===== src/rtl/modrm_pkg.sv =====
/*
 * mod r/m byte encodings
 * mod field values, special rm codes, the default operand size and
 * the displacement length carried with each decoded byte
 */
package modrm_pkg;

    // mod field, bits 7:6 of the mod r/m byte
    typedef enum logic [1:0] {
        MOD_NO_DISP   = 2'b00,
        MOD_DISP8     = 2'b01,
        MOD_DISP_FULL = 2'b10,
        MOD_REGISTER  = 2'b11
    } mod_e;

    // default operand (and address) size of the code segment
    typedef enum logic {
        SIZE_16 = 1'b0,
        SIZE_32 = 1'b1
    } op_size_e;

    // displacement length in bytes, only 0, 1, 2 or 4 are legal
    typedef logic [2:0] disp_len_t;

    parameter disp_len_t DISP_NONE  = 3'd0;
    parameter disp_len_t DISP_BYTE  = 3'd1;
    parameter disp_len_t DISP_WORD  = 3'd2;
    parameter disp_len_t DISP_DWORD = 3'd4;

    // rm escape to an s-i-b byte in 32 bit addressing
    parameter logic [2:0] RM_SIB = 3'b100;
    // rm codes meaning "displacement only" when mod is 00
    parameter logic [2:0] RM_DISP_ONLY_16 = 3'b110;
    parameter logic [2:0] RM_DISP_ONLY_32 = 3'b101;

endpackage


===== src/rtl/x86_reg_pkg.sv =====
/*
 * x86 register encodings
 * general register and segment register indices as they appear in
 * instruction fields, plus the operand width of a general register
 */
package x86_reg_pkg;

    // general register codes, shared by the 8, 16 and 32 bit names
    typedef enum logic [2:0] {
        EAX = 3'd0,
        ECX = 3'd1,
        EDX = 3'd2,
        EBX = 3'd3,
        ESP = 3'd4,
        EBP = 3'd5,
        ESI = 3'd6,
        EDI = 3'd7
    } gpr_index_e;

    // 16 bit addressing names for the same codes
    parameter gpr_index_e BX = EBX;
    parameter gpr_index_e BP = EBP;
    parameter gpr_index_e SI = ESI;
    parameter gpr_index_e DI = EDI;

    // 3 bit sreg field encoding
    typedef enum logic [2:0] {
        ES = 3'd0,
        CS = 3'd1,
        SS = 3'd2,
        DS = 3'd3,
        FS = 3'd4,
        GS = 3'd5
    } sreg_index_e;

    // operand width of a general register
    typedef enum logic [1:0] {
        WIDTH_NONE = 2'd0,
        WIDTH_8    = 2'd1,
        WIDTH_16   = 2'd2,
        WIDTH_32   = 2'd3
    } gpr_width_e;

endpackage


===== src/rtl/decode_result_register.sv =====
/*
 * decode result register
 * captures every decoded field on in_valid and presents it one cycle later
 */
module decode_result_register (
    input  logic                     clk,
    input  logic                     reset,
    input  logic                     in_valid,
    input  logic                     next_segment_reg_used,
    input  x86_reg_pkg::sreg_index_e next_segment_reg_index,
    input  logic                     next_base_reg_used,
    input  x86_reg_pkg::gpr_index_e  next_base_reg_index,
    input  logic                     next_index_reg_used,
    input  x86_reg_pkg::gpr_index_e  next_index_reg_index,
    input  logic                     next_sib_is_present,
    input  logic                     next_displacement_is_present,
    input  modrm_pkg::disp_len_t     next_displacement_length,
    input  logic                     next_gpr_reg_used,
    input  x86_reg_pkg::gpr_index_e  next_gpr_reg_index,
    input  x86_reg_pkg::gpr_width_e  next_gpr_reg_bit_width,
    output logic                     out_valid,
    output logic                     segment_reg_used,
    output x86_reg_pkg::sreg_index_e segment_reg_index,
    output logic                     base_reg_used,
    output x86_reg_pkg::gpr_index_e  base_reg_index,
    output logic                     index_reg_used,
    output x86_reg_pkg::gpr_index_e  index_reg_index,
    output logic                     sib_is_present,
    output logic                     displacement_is_present,
    output modrm_pkg::disp_len_t     displacement_length,
    output logic                     gpr_reg_used,
    output x86_reg_pkg::gpr_index_e  gpr_reg_index,
    output x86_reg_pkg::gpr_width_e  gpr_reg_bit_width
);

    // valid strobe follows the input by one cycle, no hold
    always_ff @(posedge clk) begin
        if (reset)
            out_valid <= 1'b0;
        else
            out_valid <= in_valid;
    end

    // fields hold their last value between strobes
    always_ff @(posedge clk) begin
        if (reset) begin
            segment_reg_used        <= 1'b0;
            segment_reg_index       <= x86_reg_pkg::ES;
            base_reg_used           <= 1'b0;
            base_reg_index          <= x86_reg_pkg::EAX;
            index_reg_used          <= 1'b0;
            index_reg_index         <= x86_reg_pkg::EAX;
            sib_is_present          <= 1'b0;
            displacement_is_present <= 1'b0;
            displacement_length     <= modrm_pkg::DISP_NONE;
            gpr_reg_used            <= 1'b0;
            gpr_reg_index           <= x86_reg_pkg::EAX;
            gpr_reg_bit_width       <= x86_reg_pkg::WIDTH_NONE;
        end else if (in_valid) begin
            segment_reg_used        <= next_segment_reg_used;
            segment_reg_index       <= next_segment_reg_index;
            base_reg_used           <= next_base_reg_used;
            base_reg_index          <= next_base_reg_index;
            index_reg_used          <= next_index_reg_used;
            index_reg_index         <= next_index_reg_index;
            sib_is_present          <= next_sib_is_present;
            displacement_is_present <= next_displacement_is_present;
            displacement_length     <= next_displacement_length;
            gpr_reg_used            <= next_gpr_reg_used;
            gpr_reg_index           <= next_gpr_reg_index;
            gpr_reg_bit_width       <= next_gpr_reg_bit_width;
        end
    end

    // a strobe during reset must not leak out afterwards
    assert property (@(posedge clk) reset |=> !out_valid)
        else $error("out_valid high in the cycle after reset");

endmodule


===== config.mk =====
export PLATFORM = sky130hd
export DESIGN_NAME = decode_result_register
export DESIGN_NICKNAME = d
export VERILOG_FILES = /design/src/rtl/modrm_pkg.sv /design/src/rtl/x86_reg_pkg.sv /design/src/rtl/decode_result_register.sv
export SDC_FILE = /design/constraint.sdc
export NUM_CORES = 1
export LEC_CHECK = 0
export BUFFER_PORTS_ARGS = -buffer_cell sky130_fd_sc_hd__buf_2
export CORE_ASPECT_RATIO = 1.2
export CORE_MARGIN = 10
export CORE_UTILIZATION = 41
export DETAILED_ROUTE_END_ITERATION = 10
export HOLD_SLACK_MARGIN = 0.06
export PLACE_DENSITY = 0.76
export SETUP_SLACK_MARGIN = 0.05
export SLEW_MARGIN = 20
export SYNTH_ARGS = -nofsm -noshare
export SYNTH_HDL_FRONTEND = slang
export SYNTH_SLANG_ARGS = --single-unit

===== constraint.sdc =====
create_clock -name clk -period 1 [get_ports clk]
set_input_delay 0.3 -clock clk [delete_from_list [all_inputs] [get_ports clk]]
set_output_delay 0.3 -clock clk [all_outputs]
set_load 0.02 [all_outputs]

==> results.sh, run 1 <==
export IMPL_syn_area_um2=863
export IMPL_worstSetupStartpointType="flip-flop"
export IMPL_p_sw_mw=0.485
export IMPL_grt_pass1_vias=820
export IMPL_cts_tree="built"
export IMPL_syn2layout_area_growth_pct=54.1
export IMPL_antenna_found_initial=0
export IMPL_drv_slew=0
export IMPL_dieArea_mm2=0.00435
export IMPL_cp_end_kind="primary output"
export IMPL_hold_buffers=0
export IMPL_place_ws_ns=-0.0145
export IMPL_p_clk_frac=0.252
export IMPL_cts_sinks=24
export IMPL_finalClockSkew_ns=0
export IMPL_critical_path_class="flip-flop to primary output"
export IMPL_yosysWarnings=0
export IMPL_cts_setup_buffers=0
export IMPL_cp_arrival_ns=0.78
export IMPL_die_w_um=61.9
export IMPL_critPathBufInv=1
export IMPL_final_setup_viol_count=24
export IMPL_dp_cells=142
export IMPL_layout_min_cycle_time_ns=1.08
export IMPL_wire_per_inst_um=15.6
export IMPL_drc=0
export IMPL_fmax_mhz=926
export IMPL_grt_pass1_wl_um=3680
export IMPL_relSlewSlack=0.720
export IMPL_yosysSeqAreaShare=0.557
export IMPL_firstDrtPassIters=2
export IMPL_ctsResizeCount=72
export IMPL_cp_required_ns=0.70
export IMPL_synth_area_top_cells="dfxtp_1 56%, mux2i_1 27%, nor2_1 10%"
export IMPL_violations="negative setup slack"
export IMPL_clock_root_buffer="clkbuf_4"
export IMPL_syn_avg_cell_area_um2=11.4
export IMPL_sw_frac_of_total=0.250
export IMPL_grt_max_degree=25
export IMPL_io_buffer_count=49
export IMPL_worst_pin_slew_ns=0.420
export IMPL_wl_um=2280
export IMPL_drive_above_1_share=0.627
export IMPL_via_count=697
export IMPL_nets=153
export IMPL_grt_use_total=0.105
export IMPL_slowest_stage="dfxtp_2"
export IMPL_io_pin_count=50
export IMPL_rsz0062_at_grt="true"
export IMPL_hold_violations=0
export IMPL_clkTransAtPathRegs_ns=0.12
export IMPL_hold_class="primary input to flip-flop"
export IMPL_crit_fanout=2
export IMPL_total_power_mw=1.94
export IMPL_power_frac_comb=0.199
export IMPL_core_mm2=0.00203
export IMPL_vdd_drop_max_mv=1.02
export IMPL_synthesis_nets=102
export IMPL_power_density_mw_per_mm2=1460
export IMPL_status="finished, violations left"
export IMPL_instances_no_fill=146
export IMPL_leakagePower_nw=0.671
export IMPL_worstSkewPairLatency_ns=0.30
export IMPL_crit_path_cell_trace="buf_6"
export IMPL_start_util=0.426
export IMPL_max_clock_path_buffers=2
export IMPL_ys_ff_latch=24
export IMPL_slowest_delay_ns=0.36
export IMPL_internal_power_mw=1.45
export IMPL_drt_initial_drc_count=17
export IMPL_nFillCells=171
export IMPL_rows=18
export IMPL_seq_power_share=0.549
export IMPL_final_core_util=0.656
export IMPL_grt_ovfl_total=0
export IMPL_final_common_cell="buf_2"
export IMPL_fin_ws_ns=-0.0800
export IMPL_synth_top_area_cell="dfxtp_1"
export IMPL_cap_violations=0
export IMPL_htreeDepth=1
export IMPL_viasPerCell=4.77
export IMPL_min_period_over_period=1.08
export IMPL_yosysTopAreaCellShare=0.557
export IMPL_ant_nets=0
export IMPL_syn_inst=76
export IMPL_cpLargestDelayFamily="flip-flops"
export IMPL_fp_dieH_um=70.3
export IMPL_numCtsBuffers=3
export IMPL_final_cell_mix="25 x buf_2, 24 x dfxtp_2, 24 x buf_6"
export IMPL_antennaDiodeCount=0
export IMPL_place_gp_congestion=0.647
export IMPL_yosysUniqueCellTypes=8
[worst register-to-register path, delay by kind of cell, from the launching register on]
| family | cells | cell delay (ns) |
|---|---|---|
| simple gates | 1 | 0.06 |
| flops | 1 | 0.35 |
| mux | 1 | 0.14 |
[state kept, by name, indices dropped and copies added, names as in the netlist]
| register | cells |
|---|---|
| base_reg_index | 3 |
| index_reg_used | 1 |
| displacement_is_present | 1 |
| gpr_reg_used | 1 |
| displacement_length | 3 |
| gpr_reg_index | 3 |
| sib_is_present | 1 |
| segment_reg_index | 3 |
| base_reg_used | 1 |
| segment_reg_used | 1 |
| out_valid | 1 |
| gpr_reg_bit_width | 2 |
| index_reg_index | 3 |
[power groups by stage]
| stage | registers, mW | logic (mW) | clock network (mW) |
|---|---|---|---|
| floorplan | 1.13 | 0.128 | 0 |
| global placement | 1.06 | 0.314 | 0 |
| detailed placement | 1.06 | 0.325 | 0 |
| CTS | 1.06 | 0.390 | 0.512 |
| global route | 1.07 | 0.416 | 0.551 |
| finish | 1.06 | 0.386 | 0.488 |
[logic make-up after synthesis]
kind of cell | after synthesis | synth area share
buffers and inverters | 5 | 0.0696
flip-flops | 24 | 0.557
multiplexers | 23 | 0.267
AND/OR/NAND/NOR | 24 | 0.107
[Yosys cell counts]
cell / count
dfxtp_1: 24
mux2i_1: 23
nor2_1: 23
buf_12: 2
buf_2: 1
buf_6: 1
clkbuf_1: 1
nor2b_1: 1
[through the flow]
step	hold WS (ns)	setup TNS, ns	instance area (um^2)
final	0.227	-1.65	1330
after global placement	0.467	0	1110
after CTS	0.216	-1.96	1330
after global routing	0.207	-2.74	1330
after floorplan	0.372	0	863
after detailed placement	0.478	-0.0338	1110
[routing by layer]
metal  global-route usage  wire, um  vias up
met5                    0         0        -
met4               0.0224         0        0
met3               0.0398       260        0
met2                0.186      1170       34
met1                0.112       848      318
li1                     -         -      345
[final timing paths]
check / end / startpoint / cells after the start / slack, ns
worst min-delay path: index_reg_index[2] / next_index_reg_index[2] / 3 / 0.23
worst max-delay path: base_reg_index[1] / base_reg_index[1] / 1 / -0.08
worst max register to register: displacement_length[2] / displacement_length[2] / 2 / 0.33
worst min register to register: displacement_length[0] / displacement_length[0] / 2 / 0.51
[area by class of cell]
type	count	area, um^2	area share
Clock buffer	4	36.3	0.0273
Multi-Input combinational cell	47	323	0.243
Tap cell	20	25.0	0.0188
Timing Repair Buffer	51	435	0.327
Sequential cell	24	510	0.384
(Power assumes the default switching activity.)
==> inputs of run 2 (changes only) <==
Settings changed: CORE_UTILIZATION 41 to 35, PLACE_DENSITY 0.76 to 0.66.
==> run 2 against run 1 <==
Effect of this change:
- the flow still finishes with violations (negative setup slack)
- hold slack improved by 0.0038 ns
- combinational power hardly changed
- clock skew unchanged
- design area rose by 0.56%
- first-iteration DRC count is 88% lower
- sequential share of layout area down 0.22 points
- utilization fell by 8.2 points
==> results.sh, run 2 (synthesis results as in run 1) <==
export IMPL_drt_initial_drc_count=2
export IMPL_rows=19
export IMPL_place_ws_ns=0.0152
export IMPL_dieArea_mm2=0.00486
export IMPL_cpLargestDelayFamily="flip-flops"
export IMPL_power_density_mw_per_mm2=1370
export IMPL_grt_pass1_vias=754
export IMPL_dp_cells=153
export IMPL_rsz0062_at_grt="true"
export IMPL_antennaDiodeCount=0
export IMPL_core_mm2=0.00233
export IMPL_final_cell_mix="25 x buf_2, 24 x dfxtp_2, 24 x buf_6"
export IMPL_status="finished, violations left"
export IMPL_total_power_mw=1.84
export IMPL_worst_path_stages=1
export IMPL_final_setup_viol_count=24
export IMPL_worst_r2r_setup_slack_ns=0.22
export IMPL_slowest_delay_ns=0.36
export IMPL_grt_pass1_wl_um=3600
export IMPL_grt_ovfl_total=0
export IMPL_max_clock_path_buffers=2
export IMPL_leakagePower_nw=0.669
export IMPL_final_seq_area_um2=510
export IMPL_nets=154
export IMPL_fin_ws_ns=-0.0720
export IMPL_crit_fanout=2
export IMPL_io_pin_count=50
export IMPL_place_hpwl_um=1590
export IMPL_grt_max_degree=25
export IMPL_slowest_stage="dfxtp_2"
export IMPL_multi_input_area_um2=323
export IMPL_numCtsBuffers=3
export IMPL_cts_sinks=24
export IMPL_layout_min_cycle_time_ns=1.07
export IMPL_vdd_drop_max_mv=0.793
export IMPL_io_buffer_count=49
export IMPL_violations="negative setup slack"
export IMPL_antenna_found_initial=0
export IMPL_fmax_mhz=933
export IMPL_via_count=692
export IMPL_clock_root_buffer="clkbuf_4"
export IMPL_cp_endpoint="base_reg_index[0]"
export IMPL_cp_arrival_ns=0.77
export IMPL_syn2layout_area_growth_pct=54.9
export IMPL_finalClockSkew_ns=0
export IMPL_cp_startpoint="base_reg_index[0]"
export IMPL_grt_use_total=0.0909
export IMPL_start_util=0.371
export IMPL_cp_required_ns=0.70
export IMPL_r2r_end="index_reg_index[1]"
export IMPL_fin_area_mm2=0.00134
export IMPL_r2r_start="index_reg_index[1]"
export IMPL_final_common_cell="buf_2"
export IMPL_cap_violations=0
export IMPL_cts_tree="built"
export IMPL_drv_slew=0
export IMPL_min_period_over_period=1.07
export IMPL_worstSkewPairLatency_ns=0.30
export IMPL_critical_path_class="flip-flop to primary output"
export IMPL_relSlewSlack=0.726
export IMPL_worst_pin_slew_ns=0.411
export IMPL_ant_nets=0
export IMPL_worstSetupStartpointType="flip-flop"
export IMPL_instances_no_fill=157
export IMPL_die_w_um=65.3
export IMPL_place_gp_congestion=0.660
export IMPL_reg2reg_depth=3
export IMPL_hold_violations=0
export IMPL_htreeDepth=1
export IMPL_fp_dieH_um=74.4
export IMPL_critPathBufInv=1
export IMPL_drc=0
export IMPL_firstDrtPassIters=2
export IMPL_wl_um=2130
export IMPL_hold_buffers=0
export IMPL_crit_path_cell_trace="buf_6"
export IMPL_viasPerCell=4.41
export IMPL_cp_end_kind="primary output"
export IMPL_drive_above_1_share=0.627
export IMPL_wire_per_inst_um=13.6
export IMPL_whs_ns=0.231
export IMPL_clkTransAtPathRegs_ns=0.12
export IMPL_nFillCells=220
export IMPL_hold_class="primary input to flip-flop"
export IMPL_place_area_mm2=0.00113
run 2: changes by cell type in the layout (fill, tap and decap cells not counted):
cell	delta
buf_4	+1
clkbuf_8	-1
run 2: layout make-up:
class,count,area share
clock buffers,3,0.0168
multi-input cells,47,0.241
flip-flops and latches,24,0.382
well taps,31,0.0290
repair buffers,52,0.331
run 2: per-stage QoR:
stage	TNS, ns	util
floorplan	0	-
global placement	0	0.484
detailed placement	0	0.484
CTS	-1.94	0.571
global route	-2.66	0.574
finish	-1.47	0.574
run 2: where the power goes:
group	internal [mW]	total [mW]	leakage [nW]	switching, mW
combinational	0.208	0.385	0.449	0.176
sequential	1.02	1.06	0.207	0.0383
clock	0.140	0.390	0.0138	0.249
total	1.37	1.84	0.669	0.464
run 2: what timing repair did:
action | in CTS | in global routing
endpoints found under the setup margin | 24 | 24
setup buffers | 0 | 1
resized for setup | 72 | 0
run 2: worst min path at each step:
stage                              start                   end  slack [ns]  depth (start not counted)
2_1_floorplan                      reset             out_valid        0.37                          1
3_3_place_gp        segment_reg_index[2]  segment_reg_index[2]        0.47                          2
3_5_place_dp            segment_reg_used      segment_reg_used        0.47                          2
4_1_cts        next_gpr_reg_bit_width[1]  gpr_reg_bit_width[1]        0.22                          3
5_1_grt        next_segment_reg_index[2]  segment_reg_index[2]        0.22                          3
6_report       next_segment_reg_index[2]  segment_reg_index[2]        0.23                          3
run 2: per-layer routing:
layer	routed length (um)	vias up	global-route usage
li1	-	349	-
met4	7	0	0.0357
met5	0	-	0
met2	979	35	0.147
met3	344	2	0.0691
met1	799	306	0.0868
==> inputs of run 3 (changes only) <==
Settings changed: ABC_AREA from default to 1, CORE_MARGIN 10 to 2, PLACE_DENSITY 0.66 to default, SKIP_LAST_GASP from default to 1.
==> run 3 against run 2 <==
Effect of this change:
- area after synthesis up 14%
- highest routed layer unchanged
- largest cell class unchanged
- critical path depth stayed put
- utilization fell by 3.9 points
- register-to-register slack better by 0.11 ns
- first-iteration DRC count increased to 6.5 times the previous value
- sequential share of layout area shrank 3.2 points
- via count up 36%
- the run still ends with negative setup slack left
- clock-buffer cell count is the same
- clock power is essentially flat
- sequential power about the same
- hold slack worse by 0.078 ns
- final cell count rose by 47%
==> results.sh, run 3 <==
export IMPL_status="finished, violations left"
export IMPL_violations="negative setup slack"
export IMPL_min_period_over_period=1.08
export IMPL_yosysUniqueCellTypes=7
export IMPL_cp_startpoint="segment_reg_index[0]"
export IMPL_worst_r2r_setup_slack_ns=0.33
export IMPL_total_power_mw=1.93
export IMPL_worstSetupStartpointType="flip-flop"
export IMPL_synth_simple_area_share=0.354
export IMPL_place_hpwl_um=1420
export IMPL_cts_tree="built"
export IMPL_core_mm2=0.00273
export IMPL_synth_top_family_by_area="simple AND/OR/NAND/NOR gates"
export IMPL_place_gp_congestion=0.634
export IMPL_synth_most_common_cell="nor2_1"
export IMPL_hold_class="primary input to flip-flop"
export IMPL_synth_fa_ha_area_frac=0
export IMPL_yosysSeqAreaShare=0.487
export IMPL_die_w_um=52.5
export IMPL_syn_area_um2=986
export IMPL_worstSkewPairLatency_ns=0.29
export IMPL_via_count=942
export IMPL_cts_sinks=24
export IMPL_synthesis_nets=175
export IMPL_synth_area_top_cells="dfxtp_1 49%, nor2_1 18%, nand2_1 18%"
export IMPL_cp_arrival_ns=0.78
export IMPL_htreeDepth=1
export IMPL_place_ws_ns=0.0995
export IMPL_clkTransAtPathRegs_ns=0.12
export IMPL_grt_ovfl_total=0
export IMPL_grt_max_degree=48
export IMPL_cap_violations=0
export IMPL_rows=21
export IMPL_fmax_mhz=928
export IMPL_io_pin_count=50
export IMPL_start_util=0.361
export IMPL_antenna_found_initial=0
export IMPL_synth_xor_area_frac=0
export IMPL_r2r_start="base_reg_index[0]"
export IMPL_syn_inst=149
export IMPL_power_density_mw_per_mm2=1320
export IMPL_rsz0062_at_grt="true"
export IMPL_reg2reg_depth=3
export IMPL_drive_above_1_share=0.401
export IMPL_vdd_drop_max_mv=0.891
export IMPL_synth_common_cells="47 x nor2_1, 46 x nand2_1, 25 x inv_1"
export IMPL_syn_avg_cell_area_um2=6.62
export IMPL_synth_edf_count=0
export IMPL_finalClockSkew_ns=0
export IMPL_io_buffer_count=49
export IMPL_final_common_cell="nor2_1"
export IMPL_cp_end_kind="primary output"
export IMPL_cp_required_ns=0.70
export IMPL_slowest_delay_ns=0.37
export IMPL_drv_slew=0
export IMPL_wire_per_inst_um=9.10
export IMPL_cp_endpoint="segment_reg_index[0]"
export IMPL_dieArea_mm2=0.00326
export IMPL_crit_path_cell_trace="buf_6"
export IMPL_setup_tns_ns=-1.47
export IMPL_final_setup_viol_count=24
export IMPL_numCtsBuffers=3
export IMPL_synth_top_area_cell="dfxtp_1"
export IMPL_nets=225
export IMPL_critPathBufInv=1
export IMPL_fin_ws_ns=-0.0778
export IMPL_r2r_end="base_reg_index[0]"
export IMPL_synthFlopType="dfxtp_1"
export IMPL_final_cell_mix="47 x nor2_1, 46 x nand2_1, 25 x inv_1, 25 x buf_2"
export IMPL_slowest_stage="dfxtp_2"
export IMPL_worst_pin_slew_ns=0.184
export IMPL_syn2layout_area_growth_pct=48.2
export IMPL_hold_violations=0
export IMPL_relSlewSlack=0.878
export IMPL_yosysWarnings=0
export IMPL_synthArstFlopShare=0
export IMPL_drc=0
export IMPL_critical_path_class="flip-flop to primary output"
export IMPL_clock_root_buffer="clkbuf_4"
export IMPL_cpLargestDelayFamily="flip-flops"
export IMPL_synthMuxAreaShare=0
export IMPL_drt_initial_drc_count=13
export IMPL_crit_fanout=2
export IMPL_wl_um=2100
export IMPL_grt_use_total=0.133
export IMPL_firstDrtPassIters=4
export IMPL_grt_pass1_wl_um=3370
export IMPL_ys_ff_latch=24
export IMPL_yosysTopAreaCellShare=0.487
export IMPL_grt_pass1_vias=844
export IMPL_antennaDiodeCount=0
export IMPL_synth_compound_area_frac=0
export IMPL_worst_path_stages=1
export IMPL_viasPerCell=4.08
export IMPL_ant_nets=0
export IMPL_layout_min_cycle_time_ns=1.08
export IMPL_fp_dieH_um=62.1
export IMPL_max_clock_path_buffers=2
export IMPL_leakagePower_nw=0.838
## run 3: cell count changes after synthesis, sizes merged
cell,previous run,this run
nor2b,1,0
inv,0,25
buf,4,7
mux2i,23,0
clkbuf,1,0
nor2,23,47
nand2,0,46
## run 3: cells by family after synthesis
family | count (synthesis)
buffers and inverters | 32
DFF | 24
and+or+nand+nor | 93
## run 3: metal layers
metal	vias to the layer above	wire length, um	track usage
li1	512	-	-
met1	394	872	0.160
met2	34	1030	0.222
met3	2	186	0.0361
met4	0	14	0.0481
met5	-	0	0
## run 3: where the power goes
group          internal [mW]  leakage [nW]  switching, mW
sequential              1.04         0.206         0.0466
clock                  0.140        0.0138          0.249
combinational          0.227         0.617          0.227
## run 3: repair_timing
| item | CTS | global route |
|---|---|---|
| cloned | 0 | 0 |
| hold buffers | 0 | 0 |
| setup buffers | 0 | 1 |
| resized for setup | 72 | 0 |
| setup endpoints to repair | 24 | 24 |
## run 3: how the worst min path moves through the flow
stage	start	endpoint	slack [ns]	cells past startpoint
5_1_grt	reset	out_valid	0.14	2
3_5_place_dp	displacement_is_present	displacement_is_present	0.46	2
6_report	reset	out_valid	0.15	2
3_3_place_gp	base_reg_index[1]	base_reg_index[1]	0.46	2
4_1_cts	reset	out_valid	0.14	2
2_1_floorplan	reset	out_valid	0.37	1
## run 3: per-stage QoR
| stage | hold slack [ns] | cell area [um^2] | instances | utilization |
|---|---|---|---|---|
| 3_3_place_gp | 0.456 | 1250 | 227 | 0.458 |
| 5_1_grt | 0.138 | 1460 | 231 | 0.535 |
| 6_report | 0.153 | 1460 | 231 | 0.535 |
| 2_1_floorplan | 0.371 | 986 | 149 | - |
| 4_1_cts | 0.140 | 1450 | 230 | 0.532 |
| 3_5_place_dp | 0.460 | 1250 | 227 | 0.458 |
## run 3: final cells by class
type                       instances  area, um^2
fill                             274        1270
sequential                        24         510
timing repair buffer              52         443
multi-input combinational         93         349
inverter                          25        93.8
tap                               34        42.5
clock buffer                       3        22.5
